[src/logic/versatCfgPkg.sv]
package versatCfgPkg;

   // period, duty and delay counters
   localparam int periodW = 5;

   // flow selector of a port
   typedef enum logic [2:0] {
      selFlow0 = 3'd0,
      selFlow1 = 3'd1,
      selFlow2 = 3'd2,
      selFlow3 = 3'd3,
      selAddr  = 3'd4,
      selNone  = 3'd5
   } memSel_e;

   // configuration registers of one port
   typedef enum logic [2:0] {
      fieldIter   = 3'd0,
      fieldPeriod = 3'd1,
      fieldDuty   = 3'd2,
      fieldStart  = 3'd3,
      fieldShift  = 3'd4,
      fieldIncr   = 3'd5,
      fieldDelay  = 3'd6,
      // selector in bits 2..0, reverse in bit 3
      fieldMode   = 3'd7
   } cfgField_e;

endpackage

[src/logic/versatDataPkg.sv]
package versatDataPkg;

   // width of one data word on the flow bus and in the RAM
   localparam int dataW = 16;

   // RAM address width, 256 words
   localparam int addrW = 8;

   // words carried on the flow bus
   localparam int flowN = 4;

endpackage

[src/logic/cfgRegs.sv]
`timescale 1ns/1ns

module cfgRegs (
   input  logic                             clk,
   input  logic                             rstN,
   input  logic                             cfgWrite,
   input  logic                             cfgPort,
   input  versatCfgPkg::cfgField_e          cfgField,
   input  logic [versatDataPkg::dataW-1:0]  cfgData,
   output logic [versatDataPkg::addrW-1:0]  iterA,
   output logic [versatCfgPkg::periodW-1:0] periodA,
   output logic [versatCfgPkg::periodW-1:0] dutyA,
   output logic [versatDataPkg::addrW-1:0]  startA,
   output logic [versatDataPkg::addrW-1:0]  shiftA,
   output logic [versatDataPkg::addrW-1:0]  incrA,
   output logic [versatCfgPkg::periodW-1:0] delayA,
   output versatCfgPkg::memSel_e            selA,
   output logic                             reverseA,
   output logic [versatDataPkg::addrW-1:0]  iterB,
   output logic [versatCfgPkg::periodW-1:0] periodB,
   output logic [versatCfgPkg::periodW-1:0] dutyB,
   output logic [versatDataPkg::addrW-1:0]  startB,
   output logic [versatDataPkg::addrW-1:0]  shiftB,
   output logic [versatDataPkg::addrW-1:0]  incrB,
   output logic [versatCfgPkg::periodW-1:0] delayB,
   output versatCfgPkg::memSel_e            selB,
   output logic                             reverseB
);
   import versatDataPkg::*;
   import versatCfgPkg::*;

   // index 0 is port A, 1 is port B
   logic [addrW-1:0]   iterR   [2];
   logic [periodW-1:0] periodR [2];
   logic [periodW-1:0] dutyR   [2];
   logic [addrW-1:0]   startR  [2];
   logic [addrW-1:0]   shiftR  [2];
   logic [addrW-1:0]   incrR   [2];
   logic [periodW-1:0] delayR  [2];
   logic [3:0]         modeR   [2];

   always_ff @(posedge clk) begin
      if (!rstN) begin
         for (int p = 0; p < 2; p++) begin
            iterR[p]   <= '0;
            periodR[p] <= '0;
            dutyR[p]   <= '0;
            startR[p]  <= '0;
            shiftR[p]  <= '0;
            incrR[p]   <= '0;
            delayR[p]  <= '0;
            modeR[p]   <= '0;
         end
      end else if (cfgWrite) begin
         // data is truncated to the field width
         case (cfgField)
            fieldIter:   iterR[cfgPort]   <= cfgData[addrW-1:0];
            fieldPeriod: periodR[cfgPort] <= cfgData[periodW-1:0];
            fieldDuty:   dutyR[cfgPort]   <= cfgData[periodW-1:0];
            fieldStart:  startR[cfgPort]  <= cfgData[addrW-1:0];
            fieldShift:  shiftR[cfgPort]  <= cfgData[addrW-1:0];
            fieldIncr:   incrR[cfgPort]   <= cfgData[addrW-1:0];
            fieldDelay:  delayR[cfgPort]  <= cfgData[periodW-1:0];
            fieldMode:   modeR[cfgPort]   <= cfgData[3:0];
         endcase
      end
   end

   assign iterA    = iterR[0];
   assign periodA  = periodR[0];
   assign dutyA    = dutyR[0];
   assign startA   = startR[0];
   assign shiftA   = shiftR[0];
   assign incrA    = incrR[0];
   assign delayA   = delayR[0];
   assign selA     = memSel_e'(modeR[0][2:0]);
   assign reverseA = modeR[0][3];

   assign iterB    = iterR[1];
   assign periodB  = periodR[1];
   assign dutyB    = dutyR[1];
   assign startB   = startR[1];
   assign shiftB   = shiftR[1];
   assign incrB    = incrR[1];
   assign delayB   = delayR[1];
   assign selB     = memSel_e'(modeR[1][2:0]);
   assign reverseB = modeR[1][3];

endmodule

[config.mk]
export PLATFORM = sky130hd
export DESIGN_NAME = cfgRegs
export DESIGN_NICKNAME = d
export VERILOG_FILES = /design/src/logic/versatCfgPkg.sv /design/src/logic/versatDataPkg.sv /design/src/logic/cfgRegs.sv
export SDC_FILE = /design/constraint.sdc
export NUM_CORES = 1
export LEC_CHECK = 0
export BUFFER_PORTS_ARGS = -buffer_cell sky130_fd_sc_hd__buf_2
export CORE_MARGIN = 2
export CORE_UTILIZATION = 45
export CTS_BUF_LIST = sky130_fd_sc_hd__clkbuf_16
export DETAILED_ROUTE_END_ITERATION = 6
export PLACE_DENSITY = 0.75
export SYNTH_ARGS = -nofsm -noshare
export SYNTH_HDL_FRONTEND = slang
export SYNTH_SLANG_ARGS = --single-unit
[constraint.sdc]
create_clock -name clk -period 1.9 [get_ports clk]
set_input_delay 0 -clock clk [delete_from_list [all_inputs] [get_ports clk]]
set_output_delay 0 -clock clk [all_outputs]
set_load 0.01 [all_outputs]
-- After elaboration in Yosys (flattened, before gate mapping)
Memory sizes are Yosys's and may differ from the RTL's.
Cells that the tools add are included.
- ROM bits: 0
- output and inout bits: 102
- memory bits (writable): 102
- register bits: 0
- bits in latches: 0
- memories kept: 8
- logic and storage cells: 81
- bits of input ports: 23
- mux-type cells: 57
- eq/ne operators: 7
- order comparisons: 0
- shift-type cells: 0
- div/mod/pow operators: 0
- bitwise gates (word level): 0
- multipliers: 0
- reduce and logical (&&, ||, !) cells: 9
- add/sub/neg operators: 0
- memory list (memory ; words ; bits a word ; read ports ; clocked after memory_dff ; wr ports ; line ; source):
    incrR ; 2 ; 8 ; 2 ; 0 ; 2 ; cfgRegs.sv:38 ; logic [addrW-1:0] incrR [2];
    iterR ; 2 ; 8 ; 2 ; 0 ; 2 ; cfgRegs.sv:33 ; logic [addrW-1:0] iterR [2];
    shiftR ; 2 ; 8 ; 2 ; 0 ; 2 ; cfgRegs.sv:37 ; logic [addrW-1:0] shiftR [2];
    startR ; 2 ; 8 ; 2 ; 0 ; 2 ; cfgRegs.sv:36 ; logic [addrW-1:0] startR [2];
    delayR ; 2 ; 5 ; 2 ; 0 ; 2 ; cfgRegs.sv:39 ; logic [periodW-1:0] delayR [2];
    dutyR ; 2 ; 5 ; 2 ; 0 ; 2 ; cfgRegs.sv:35 ; logic [periodW-1:0] dutyR [2];
    +2 memories ; - ; - ; - ; - ; - ; - ;
- operators with widths (operator ; count):
    two-way mux 1 bit ; 49
    two-way mux 8 bit ; 4
    OR reduction 8 bit ; 4
    two-way mux 5 bit ; 3
    OR reduction 5 bit ; 3
    == test 3 bit (second input constant) ; 4
    == test 3 x 2 -> 1 bit (second input constant) ; 2
    two-way mux 4 bit ; 1
    OR reduction 4 bit ; 1
    == test 3 x 1 -> 1 bit (second input constant) ; 1
    logical NOT 3 bit ; 1

-- Longest topological paths before layout
- depth after elaboration: 7
- depth in mapped cells: 4
- mapped depth without buffers: 2

-- Worst setup path before layout
Ideal clock, no wire load.
- path type: input-to-reg
- start point: input port cfgField[0]
- end point: memory iterR[0][0], enable pin
- data required time: 1516 ps
- buffers on the path: 1
- path slack: 382 ps
- data arrival time: 1134 ps
- setup time: 384 ps
- stages on the path: 3
- cell sequence: or2_2 -> buf_2 -> o21ai_0
- RTL lines (what ; line ; source):
    from (decl) ; cfgRegs.sv:8 ; input versatCfgPkg::cfgField_e cfgField,
    to (decl) ; cfgRegs.sv:33 ;

==> results.cfg <==
[detailed_routing]
ant_nets = 0
avgRoutedWirePerCell_um = 18.1
wl_um = 9630
drtIter0Drc = 85
drc_errors = 0
first_pass_iters = 4
vias = 2747
vias_per_cell = 5.16

[cells_and_area]
layout-drive-gt1-share_pct = 58.8
final_area_mm2 = 0.00538
syn_to_final_growth_pct = 25.8
nets = 421
fill_cells = 734
diodes = 0

[timing]
tightest_slew_ns = 0.576
finalCriticalPeriod_ns = 1.12
period_share_pct = 59.2
relSlewSlack_pct = 61.2
setup_ws_ns = 0.775
fmax_ghz = 0.889
maxSlewViolCount = 0
fin_tns_setup_ns = 0
rsz0062_at_grt = no
final-setup-viol-count = 0
hold_viol_final = 0

[grt]
overflow = 0
grt_pass1_wl_um = 14500
antenna_found_initial = 0
grt_usage_pct = 19.3
grt_max_degree = 21
grt_pass1_vias = 2656

[die]
fp.dieH_um = 101
num_rows = 35
die_x_um = 101
core_mm2 = 0.00924
die-area_mm2 = 0.0103
initial_core_util_pct = 46.3
io_pins = 125

[synthesis]
yosys.area.top_type = edfxtp_1
syn_area_mm2 = 0.00428
synth_area_leaders = edfxtp_1 (72%), nor3_2 (16%), nor3_1 (4.1%), buf_2 (2.1%), o21ai_0 (1.4%)
syn_inst = 265
synth_seq_cells = 102
syn_nets = 288
avgSynthCellArea_um2 = 16.1
synth_top_area_share_pct = 71.6
ys.warnings.count = 0
yosysSeqAreaShare_pct = 71.6
ys_types = 18

[critical_path]
cpPeakStageDelay_ns = 0.29
arrival_ns = 1.17
crit_top_cell = buf_4
path_class = primary input to flop
crit_chain = buf_2 -> nand4_2 -> buf_4 -> o21ai_0 -> buf_4
startpoint_type = primary input
crit_fanout = 20
cp.required_ns = 1.95
cpMaxStageDelayCell = buf_4
crit_path_end_kind = flop

[clock_network]
cts_buffer_depth = 2
cts_made_buffers = 9
cts_setup_buffers = 0
cts.htree.levels = 3
cts_tree = built
ctsResizeCount = 0
clk_pin_slew_worst_paths_ns = 0.07
cts-root-buf = clkbuf_16
cts_hold_buf = 0
clock_sinks = 102

[status]
status = finished, final reports clean

[placed_design]
io_buffer_count = 116
place_ws_ns = 0.414
place_hpwl_um = 6570
placed_cell_area_mm2 = 0.00511
place_congestion = 0.737

[flow_run]
drv_cap = 0

[power_and_ir_drop]
power_uw = 4770
power_leakage_uw = 0.00189
ir_drop_v = 0.000434
power-per-cell-area_mw_per_mm2 = 886

[worst_hold_path]
hold_class = primary input to flop
## path summary, 6_finish.rpt
path / startpoint / end / slack [ns] / cells after the start
hold / removal: cfgField[1] / modeR[0][1]$_SDFFCE_PN0P_ / 0.15 / 3
setup / recovery: rstN / startR[1][3]$_SDFFCE_PN0P_ / 0.78 / 5
## state kept, by name, summed over array words and instances, names as in the netlist
name     count
modeR        8
periodR     10
iterR       16
startR      16
shiftR      16
delayR      10
dutyR       10
incrR       16
## cells in the final DEF (no fill, tap or decap), drive strengths merged
master / netlist / routed
clkbuf: 3 / 9
clkinv: 3 / 8
buf: 26 / 151
or2: 1 / 1
o21ai: 16 / 16
nor3: 102 / 102
nand4bb: 1 / 1
nand4b: 2 / 2
clkinvlp: 0 / 1
nand2b: 2 / 2
nand2: 1 / 1
nand4: 1 / 1
edfxtp: 102 / 102
inv: 5 / 6
## cell families (layout without fill, tap and decap cells)
group / after synthesis / count (layout) / share of synthesized area, %
buf+inv: 37 / 175 / 4.74
simple gates: 110 / 110 / 21.8
flops: 102 / 102 / 71.6
compound gates: 16 / 16 / 1.87
## Yosys cell counts
cell type,number
buf_2,18
buf_4,5
buf_6,3
clkbuf_1,3
clkinv_1,3
edfxtp_1,102
inv_1,5
nand2_1,1
nand2b_1,2
nand4_2,1
nand4b_2,1
nand4b_4,1
nand4bb_1,1
nor3_1,35
nor3_2,67
o21ai_0,12
o21ai_1,4
or2_2,1
## cell type report
class                      instances  area [µm²]  area share, %
clock buffer                       9         225           4.19
clock inverter                     7        42.5          0.791
inverter                           8        30.0          0.558
multi-input combinational        126        1020           18.9
sequential                       102        3060           56.9
tap                              129         161           3.00
timing repair buffer             151         843           15.7
## metal layers
metal | routed length, µm | global-route usage (%) | part of all wire, %
met5 | 0 | 0 | 0
met4 | 188 | 8.11 | 2.0
met3 | 484 | 4.28 | 5.0
met2 | 4980 | 32.4 | 52
met1 | 3970 | 24.3 | 41
## critical path: cells and delay by family
| family | cells | cell delay (ns) |
|---|---|---|
| simple gates | 1 | 0.26 |
| compound gates | 1 | 0.16 |
| buf+inv | 3 | 0.74 |
## report_power, final
part	switching [µW]	internal [µW]	leakage (µW)
Clock	773	879	0.000134
Sequential	40.0	2600	0.000973
Combinational	321	157	0.000788
Total	1130	3640	0.00189
## stage by stage
stage / std cells / util [%] / hold slack (ns)
after global routing: 532 / 58.2 / 0.177
final: 532 / 58.2 / 0.154
after global placement: 516 / 55.3 / 0.409
after CTS: 532 / 58.2 / 0.143
after detailed placement: 516 / 55.3 / 0.408
after floorplan: 265 / - / 0.306
Power figures use the tool's default switching activity.
